## config.mk

```make
export PLATFORM = sky130hd
export DESIGN_NAME = NpcTop
export DESIGN_NICKNAME = d
export VERILOG_FILES = /design/src/common/npc_pkg.sv /design/src/verilog/NpcTop.sv /design/src/verilog/Ifu.sv /design/src/exu/Exu.sv /design/src/exu/RegFile.sv /design/src/idu/ImmGen.sv /design/src/idu/Idu.sv /design/src/verilog/MuxKey.sv
export VERILOG_INCLUDE_DIRS = /design/src /design/src/common
export SDC_FILE = /design/constraint.sdc
export NUM_CORES = 2
export LEC_CHECK = 0
export BUFFER_PORTS_ARGS = -buffer_cell sky130_fd_sc_hd__buf_4
export CORE_UTILIZATION = 40
export DETAILED_ROUTE_END_ITERATION = 16
export GPL_TIMING_DRIVEN = 0
export PLACE_DENSITY = 0.64
export SLEW_MARGIN = 20
export SYNTH_ARGS = -nofsm -noshare
export SYNTH_HDL_FRONTEND = slang
export SYNTH_SLANG_ARGS = --single-unit
```

## constraint.sdc

```tcl
create_clock -name clk -period 29.2 [get_ports clk]
set_input_delay 5.84 -clock clk [delete_from_list [all_inputs] [get_ports clk]]
set_output_delay 5.84 -clock clk [all_outputs]
set_load 0.005 [all_outputs]
```

## src/common/npc_cfg.svh

```systemverilog
`ifndef NPC_CFG_SVH
`define NPC_CFG_SVH

// data and address width
`define XLEN 32

`define REG_NUM 32

// first fetch after reset
`define RESET_PC 32'h80000000

`endif
```

## src/common/npc_pkg.sv

```systemverilog
package npc_pkg;

    // alu operation
    typedef enum logic [3:0] {
        add   = 4'b0000,
        sub   = 4'b1000,
        passB = 4'b0011    // lui
    } aluOpT;

    // immediate format
    typedef enum logic [2:0] {
        immI = 3'b000,
        immU = 3'b001,
        immS = 3'b010,
        immB = 3'b011,
        immJ = 3'b100
    } extOpT;

    typedef enum logic {
        selRs1 = 1'b0,
        selPc  = 1'b1
    } aluASelT;

    typedef enum logic [1:0] {
        selRs2  = 2'b00,
        selImm  = 2'b01,
        selFour = 2'b10
    } aluBSelT;

    // next pc kind
    typedef enum logic [2:0] {
        brNone = 3'b000,
        brJal  = 3'b001,
        brJalr = 3'b010
    } branchT;

    localparam logic [6:0] opLui    = 7'b0110111;
    localparam logic [6:0] opAuipc  = 7'b0010111;
    localparam logic [6:0] opJal    = 7'b1101111;
    localparam logic [6:0] opJalr   = 7'b1100111;
    localparam logic [6:0] opOpImm  = 7'b0010011;
    localparam logic [6:0] opSystem = 7'b1110011;   // ebreak halts the core

endpackage

```

## src/verilog/NpcTop.sv

```systemverilog
`timescale 1ns/1ps
`include "npc_cfg.svh"

module NpcTop
    import npc_pkg::*;
(
    input  logic             clk,
    input  logic             rst,
    output logic [`XLEN-1:0] imemAddr,
    input  logic [`XLEN-1:0] imemData,
    output logic             wbEn,
    output logic [4:0]       wbAddr,
    output logic [`XLEN-1:0] wbData,
    output logic             halt
);
    logic [`XLEN-1:0] pc;
    logic [`XLEN-1:0] imm;
    logic [`XLEN-1:0] rs1Data;
    logic [`XLEN-1:0] rs2Data;
    logic [`XLEN-1:0] result;
    logic             regWr;
    aluOpT            aluOp;
    extOpT            extOp;
    aluASelT          aluASel;
    aluBSelT          aluBSel;
    branchT           branch;

    assign imemAddr = pc;

    // same enable goes to the register file
    assign wbEn = regWr & ~halt & ~rst;
    assign wbAddr = imemData[11:7];
    assign wbData = result;

    Ifu ifu0 (
        .clk(clk),
        .rst(rst),
        .branch(branch),
        .imm(imm),
        .rs1Data(rs1Data),
        .halt(halt),
        .pc(pc)
    );

    Idu idu0 (
        .instr(imemData),
        .regWr(regWr),
        .aluOp(aluOp),
        .extOp(extOp),
        .aluASel(aluASel),
        .aluBSel(aluBSel),
        .branch(branch),
        .halt(halt)
    );

    ImmGen immGen0 (
        .instr(imemData),
        .extOp(extOp),
        .imm(imm)
    );

    RegFile regFile0 (
        .clk(clk),
        .rst(rst),
        .rs1Addr(imemData[19:15]),
        .rs2Addr(imemData[24:20]),
        .rs1Data(rs1Data),
        .rs2Data(rs2Data),
        .wrEn(wbEn),
        .wrAddr(wbAddr),
        .wrData(result)
    );

    Exu exu0 (
        .pc(pc),
        .rs1Data(rs1Data),
        .rs2Data(rs2Data),
        .imm(imm),
        .aluASel(aluASel),
        .aluBSel(aluBSel),
        .aluOp(aluOp),
        .result(result)
    );

endmodule

```

## src/verilog/Ifu.sv

```systemverilog
`timescale 1ns/1ps
`include "npc_cfg.svh"

module Ifu
    import npc_pkg::*;
(
    input  logic             clk,
    input  logic             rst,
    input  branchT           branch,
    input  logic [`XLEN-1:0] imm,
    input  logic [`XLEN-1:0] rs1Data,
    input  logic             halt,
    output logic [`XLEN-1:0] pc
);
    logic [`XLEN-1:0] nextPc;
    logic [`XLEN-1:0] jalrTarget;

    assign jalrTarget = rs1Data + imm;

    always_comb begin
        case (branch)
            brJal:   nextPc = pc + imm;
            brJalr:  nextPc = {jalrTarget[`XLEN-1:1], 1'b0};  // bit 0 cleared
            default: nextPc = pc + `XLEN'd4;
        endcase
    end

    always_ff @(posedge clk) begin
        if (rst) begin
            pc <= `RESET_PC;
        end else if (!halt) begin    // pc stays on ebreak
            pc <= nextPc;
        end
    end

endmodule

```

## src/exu/Exu.sv

```systemverilog
`timescale 1ns/1ps
`include "npc_cfg.svh"

module Exu
    import npc_pkg::*;
(
    input  logic [`XLEN-1:0] pc,
    input  logic [`XLEN-1:0] rs1Data,
    input  logic [`XLEN-1:0] rs2Data,
    input  logic [`XLEN-1:0] imm,
    input  aluASelT          aluASel,
    input  aluBSelT          aluBSel,
    input  aluOpT            aluOp,
    output logic [`XLEN-1:0] result
);
    logic [`XLEN-1:0] opA;
    logic [`XLEN-1:0] opB;

    assign opA = (aluASel == selPc) ? pc : rs1Data;

    always_comb begin
        case (aluBSel)
            selRs2:  opB = rs2Data;
            selImm:  opB = imm;
            selFour: opB = `XLEN'd4;    // link address
            default: opB = rs2Data;
        endcase
    end

    always_comb begin
        case (aluOp)
            add:     result = opA + opB;
            sub:     result = opA - opB;
            passB:   result = opB;
            default: result = opA + opB;
        endcase
    end

endmodule

```

## src/exu/RegFile.sv

```systemverilog
`timescale 1ns/1ps
`include "npc_cfg.svh"

module RegFile (
    input  logic             clk,
    input  logic             rst,
    input  logic [4:0]       rs1Addr,
    input  logic [4:0]       rs2Addr,
    output logic [`XLEN-1:0] rs1Data,
    output logic [`XLEN-1:0] rs2Data,
    input  logic             wrEn,
    input  logic [4:0]       wrAddr,
    input  logic [`XLEN-1:0] wrData
);
    logic [`XLEN-1:0] regs [`REG_NUM];

    always_ff @(posedge clk) begin
        if (rst) begin
            for (int i = 0; i < `REG_NUM; i++) begin
                regs[i] <= '0;
            end
        end else if (wrEn && wrAddr != 5'd0) begin    // x0 writes dropped
            regs[wrAddr] <= wrData;
        end
    end

    assign rs1Data = (rs1Addr == 5'd0) ? '0 : regs[rs1Addr];
    assign rs2Data = (rs2Addr == 5'd0) ? '0 : regs[rs2Addr];

endmodule

```

## src/idu/ImmGen.sv

```systemverilog
`timescale 1ns/1ps
`include "npc_cfg.svh"

module ImmGen
    import npc_pkg::*;
(
    input  logic [`XLEN-1:0] instr,
    input  extOpT            extOp,
    output logic [`XLEN-1:0] imm
);
    logic sign;

    assign sign = instr[31];

    always_comb begin
        unique case (extOp)
            immI: imm = {{(`XLEN-12){sign}}, instr[31:20]};
            immU: imm = {instr[31:12], 12'b0};
            immS: imm = {{(`XLEN-12){sign}}, instr[31:25], instr[11:7]};
            immB: imm = {{(`XLEN-12){sign}}, instr[7], instr[30:25], instr[11:8], 1'b0};
            immJ: imm = {{(`XLEN-20){sign}}, instr[19:12], instr[20], instr[30:21], 1'b0};
            default: imm = '0;
        endcase
    end

endmodule

```

## src/idu/Idu.sv

```systemverilog
`timescale 1ns/1ps
`include "npc_cfg.svh"

module Idu
    import npc_pkg::*;
(
    input  logic [31:0] instr,
    output logic        regWr,
    output aluOpT       aluOp,
    output extOpT       extOp,
    output aluASelT     aluASel,
    output aluBSelT     aluBSel,
    output branchT      branch,
    output logic        halt
);
    localparam int NR_INSTR = 5;

    // {opcode[6:2], funct3, 0}
    localparam logic [8:0] keyLui   = {opLui[6:2], 4'b0000};
    localparam logic [8:0] keyAuipc = {opAuipc[6:2], 4'b0000};
    localparam logic [8:0] keyJal   = {opJal[6:2], 4'b0000};
    localparam logic [8:0] keyJalr  = {opJalr[6:2], 3'b000, 1'b0};
    localparam logic [8:0] keyAddi  = {opOpImm[6:2], 3'b000, 1'b0};

    logic [6:0] opcode;
    logic [2:0] funct3;
    logic [3:0] functKey;
    logic [8:0] instrType;

    assign opcode = instr[6:0];
    assign funct3 = instr[14:12];

    // U and J formats carry immediate bits where funct3 would be
    assign functKey = (opcode == opJalr || opcode == opOpImm) ? {funct3, 1'b0} : 4'b0000;
    assign instrType = {opcode[6:2], functKey};

    assign halt = (opcode == opSystem);

    MuxKey #(.NR_KEY(NR_INSTR), .keyT(logic [8:0]), .dataT(logic)) regWrMux (
        .key(instrType),
        .lut({keyLui, 1'b1, keyAuipc, 1'b1, keyJal, 1'b1, keyJalr, 1'b1, keyAddi, 1'b1}),
        .defaultOut(1'b0),
        .out(regWr)
    );

    MuxKey #(.NR_KEY(NR_INSTR), .keyT(logic [8:0]), .dataT(aluOpT)) aluOpMux (
        .key(instrType),
        .lut({keyLui, passB, keyAuipc, add, keyJal, add, keyJalr, add, keyAddi, add}),
        .defaultOut(add),
        .out(aluOp)
    );

    MuxKey #(.NR_KEY(NR_INSTR), .keyT(logic [8:0]), .dataT(extOpT)) extOpMux (
        .key(instrType),
        .lut({keyLui, immU, keyAuipc, immU, keyJal, immJ, keyJalr, immI, keyAddi, immI}),
        .defaultOut(immI),
        .out(extOp)
    );

    // lui passes B so operand A does not matter
    MuxKey #(.NR_KEY(NR_INSTR), .keyT(logic [8:0]), .dataT(aluASelT)) aluASelMux (
        .key(instrType),
        .lut({keyLui, selRs1, keyAuipc, selPc, keyJal, selPc, keyJalr, selPc,
              keyAddi, selRs1}),
        .defaultOut(selRs1),
        .out(aluASel)
    );

    MuxKey #(.NR_KEY(NR_INSTR), .keyT(logic [8:0]), .dataT(aluBSelT)) aluBSelMux (
        .key(instrType),
        .lut({keyLui, selImm, keyAuipc, selImm, keyJal, selFour, keyJalr, selFour,
              keyAddi, selImm}),
        .defaultOut(selRs2),
        .out(aluBSel)
    );

    MuxKey #(.NR_KEY(NR_INSTR), .keyT(logic [8:0]), .dataT(branchT)) branchMux (
        .key(instrType),
        .lut({keyLui, brNone, keyAuipc, brNone, keyJal, brJal, keyJalr, brJalr,
              keyAddi, brNone}),
        .defaultOut(brNone),
        .out(branch)
    );

endmodule

```

## src/verilog/MuxKey.sv

```systemverilog
`timescale 1ns/1ps
`include "npc_cfg.svh"

module MuxKey #(
    parameter int NR_KEY = 2,
    parameter type keyT = logic [8:0],
    parameter type dataT = logic
) (
    input  keyT  key,
    input  logic [NR_KEY-1:0][$bits(keyT)+$bits(dataT)-1:0] lut,
    input  dataT defaultOut,
    output dataT out
);
    localparam int KEY_W = $bits(keyT);
    localparam int DATA_W = $bits(dataT);
    localparam int PAIR_W = KEY_W + DATA_W;

    // each pair is {key, value} with a unique key
    always_comb begin
        out = defaultOut;
        for (int i = 0; i < NR_KEY; i++) begin
            if (keyT'(lut[i][PAIR_W-1 -: KEY_W]) == key) begin
                out = dataT'(lut[i][DATA_W-1:0]);
            end
        end
    end

endmodule

```

==> flow_metrics.tcl <==
set metrics [dict create \
    hold_buffers 0 \
    worstSetupEndpoint "wbData[26]" \
    nFillCells 13600 \
    crit_start "imemData[16]" \
    cts_setup_buffers 0 \
    r2r-start "regFile0.regs[9][0]$_SDFFCE_PN0P_" \
    ys_types 109 \
    gp_congestion 1.01 \
    final_hold_viol_count 0 \
    synth_edf_count 1024 \
    synth.area.mux_share_pct 23.4 \
    synth_fa_ha_area_share_pct 1.68 \
    finalSetupTns_ns 0 \
    clk_path_buf_depth 3 \
    dr.pass1.iters 9 \
    hpwl_um 194000 \
    boundaryPins 105 \
    synth_top_family_by_area "multiplexers" \
    avgSynthCellArea_sq_um 12.7 \
    slew_violations 0 \
    dp.cells 7052 \
    r2r_slack_ns 21.15 \
    yosys-top-cells-count "1024 x edfxtp_1, 1017 x nor2_1, 586 x mux4_2, 364 x clkbuf_1, 282 x nand2_1" \
    ys_seq_area_share_pct 50.8 \
    ys_seq_elements 1056 \
    fin_ws_ns 6.48 \
    cpPeakStageDelay_ns 0.93 \
    clock_skew_ns 0.0516 \
    p_per_area_nw_per_um2 60.9 \
    clock_latency_ns 0.77 \
    drive_gt1_share_pct 20.9 \
    synth_largest_area_cell "edfxtp_1" \
    first_global_vias 46400 \
    clkTransAtPathRegs_ns 0.07 \
    synth_cells 4865 \
    die_area_sq_um 156000 \
    multi_input_area_sq_um 28400 \
    netlist_area_sq_um 61800 \
    die_w_um 395 \
    ys.flop_type "edfxtp_1" \
    reg2reg_depth 20 \
    seqCellArea_sq_um 31400 \
    crit_fanout 10 \
    initial_core_util_pct 40.5 \
    fin_util_pct 45.7 \
    setup_viol_count_final 0 \
    crit_type "primary input to output pin" \
    synth_xor_area_share_pct 1.68 \
    first_iter_violations 9244 \
    final_cell_area_sq_um 69700 \
    drc 0 \
    die_h_um 395 \
    hold_class "flip-flop to flip-flop" \
    port_buffers 95 \
    synth_compound_gate_area_share_pct 7.41 \
    fin_crit_sh_pct 77.8 \
    fin_nets 5238 \
    critPathArrivalTime_ns 16.88 \
    synth_top_area_share_pct 49.7 \
    synth.most_common_cell "edfxtp_1" \
    postRouteWirelength_um 265000 \
    period_needed_ns 22.72 \
    timing.fmax_mhz 44.0 \
    grt_max_degree 33 \
    synthToLayoutAreaGrowth_pct 12.7 \
    rsz0062_at_grt "no" \
    clockRootBuffer "clkbuf_16" \
    rows 143 \
    slew_headroom_pct 8.30 \
    crit_slowest_cell "clkbuf_1" \
    yosys_warnings 0 \
    timing.rr.end "regFile0.regs[26][26]$_SDFFCE_PN0P_" \
    via_per_inst 6.75 \
    worst_pin_slew_ns 1.38 \
    post_cts_resized 0 \
    cts_tree "built" \
    instances_no_fill 7258 \
    async_reset_ff_share_pct 0 \
    htree_levels 3 \
    ir_worst_vdd_uv 53.9 \
    grt-ovfl-total 0 \
    grt_usage_pct 33.2 \
    antenna_found_initial 9 \
    cts-buffers-inserted 110 \
    place_area_sq_um 66200 \
    routedWlPerCell_um 36.5 \
    dr_total_vias 49000 \
    grt_pass1_wl_um 360000 \
    end_kind "output pin" \
    clock-sinks 1056 \
    cp-start-kind "primary input" \
    post-place-ws_ns 6.94 \
    antenna_left 0 \
    leakagePower_nw 25.3 \
    synthSimpleGateAreaFrac_pct 11.2 \
    status "finished clean" \
    required_ns 23.36 \
    maxCapViolations 0 \
    synthTopCellsByArea "edfxtp_1 50%, mux4_2 21%, nor2_1 6.2%" \
    core_region_area_sq_um 153000 \
]
==> critical path, delay by kind of cell <==
kind,cells,cell delay (ns)
compound gates,8,3.52
xor+xnor,1,0.13
buf+inv,11,4.97
fa+ha+maj,1,0.26
simple gates,4,0.56
mux,3,1.52
==> layout by cell type (no fill, tap or decap), types with 15 or more instances in the layout <==
master / synthesis / layout
a31oi_1: 23 / 19
nor3_1: 69 / 67
ha_1: 68 / 68
mux4_2: 586 / 586
mux2_2: 16 / 16
a211oi_1: 43 / 42
buf_4: 13 / 111
a21o_1: 34 / 34
o211ai_1: 15 / 15
nor2_1: 1017 / 1017
nand2b_2: 0 / 15
nand2_1: 282 / 282
nand3_1: 42 / 42
clkbuf_16: 0 / 111
xnor2_1: 83 / 83
conb_1: 1 / 32
edfxtp_1: 1024 / 1024
mux2i_1: 85 / 83
clkbuf_1: 364 / 348
inv_1: 108 / 108
a21oi_1: 217 / 216
maj3_1: 15 / 15
nand2b_1: 58 / 27
xor2_1: 29 / 28
buf_2: 56 / 71
and3_1: 20 / 20
and2_1: 22 / 22
nand2b_4: 0 / 16
dfxtp_1: 32 / 32
clkbuf_2: 0 / 38
a22o_1: 16 / 16
clkinv_1: 4 / 38
o21ai_0: 121 / 121
o22ai_1: 43 / 43
clkinv_2: 0 / 17
a221oi_1: 20 / 20
a22oi_1: 15 / 15
==> state kept, by name, indices dropped and copies added (netlist names) <==
signal and flops:
ifu0.pc 32, regFile0.regs 1024
==> power breakdown <==
part / total (W) / switching (W) / internal [W]
sequential: 0.00174 / 0.0000304 / 0.00171
clock: 0.00143 / 0.000645 / 0.000784
combinational: 0.00107 / 0.000755 / 0.000315
total: 0.00424 / 0.00143 / 0.00281
==> how the worst min path moves through the flow <==
stage	startpoint	endpoint	slack (ns)	cells after the start
6_report	ifu0.pc[0]$_SDFFE_PP0P_	ifu0.pc[0]$_SDFFE_PP0P_	0.58	2
5_1_grt	ifu0.pc[0]$_SDFFE_PP0P_	ifu0.pc[0]$_SDFFE_PP0P_	0.61	2
4_1_cts	ifu0.pc[0]$_SDFFE_PP0P_	ifu0.pc[0]$_SDFFE_PP0P_	0.55	2
3_5_place_dp	ifu0.pc[0]$_SDFFE_PP0P_	ifu0.pc[0]$_SDFFE_PP0P_	0.54	2
3_3_place_gp	ifu0.pc[0]$_SDFFE_PP0P_	ifu0.pc[0]$_SDFFE_PP0P_	0.56	2
2_1_floorplan	ifu0.pc[0]$_SDFFE_PP0P_	ifu0.pc[0]$_SDFFE_PP0P_	0.48	2
==> through the flow <==
| stage | power [W] | hold WS [ns] |
|---|---|---|
| after global placement | 0.00275 | 0.555 |
| final | 0.00424 | 0.585 |
| after CTS | 0.00417 | 0.554 |
| after floorplan | 0.00234 | 0.477 |
| after global routing | 0.00430 | 0.607 |
| after detailed placement | 0.00278 | 0.543 |
==> layout make-up <==
class | instances | area share (%)
multi-input cells | 3252 | 40.7
flip-flops and latches | 1056 | 45.0
clock inverters | 71 | 0.926
plain buffers | 474 | 2.97
clock buffers | 132 | 4.10
repair buffers | 126 | 1.98
diodes | 3 | 0.0108
inverters | 114 | 0.614
well taps | 2030 | 3.64
==> layer usage <==
layer	share of wire, %	track usage (%)
met5	0.078	0.647
met4	7.4	20.5
met3	17	14.6
met2	42	48.4
met1	33	40.3
==> cell families (layout without fill, tap and decap cells) <==
kind of cell,count (synthesis),count (layout)
flip-flops,1056,1056
XOR/XNOR,115,115
adder cells (fa/ha/maj),85,85
AO/OA/AOI/OAI,699,699
multiplexers,698,698
other,1,35
buffers and inverters,588,917
AND/OR/NAND/NOR,1623,1623
Note: power is estimated with default switching activity, not from simulation.
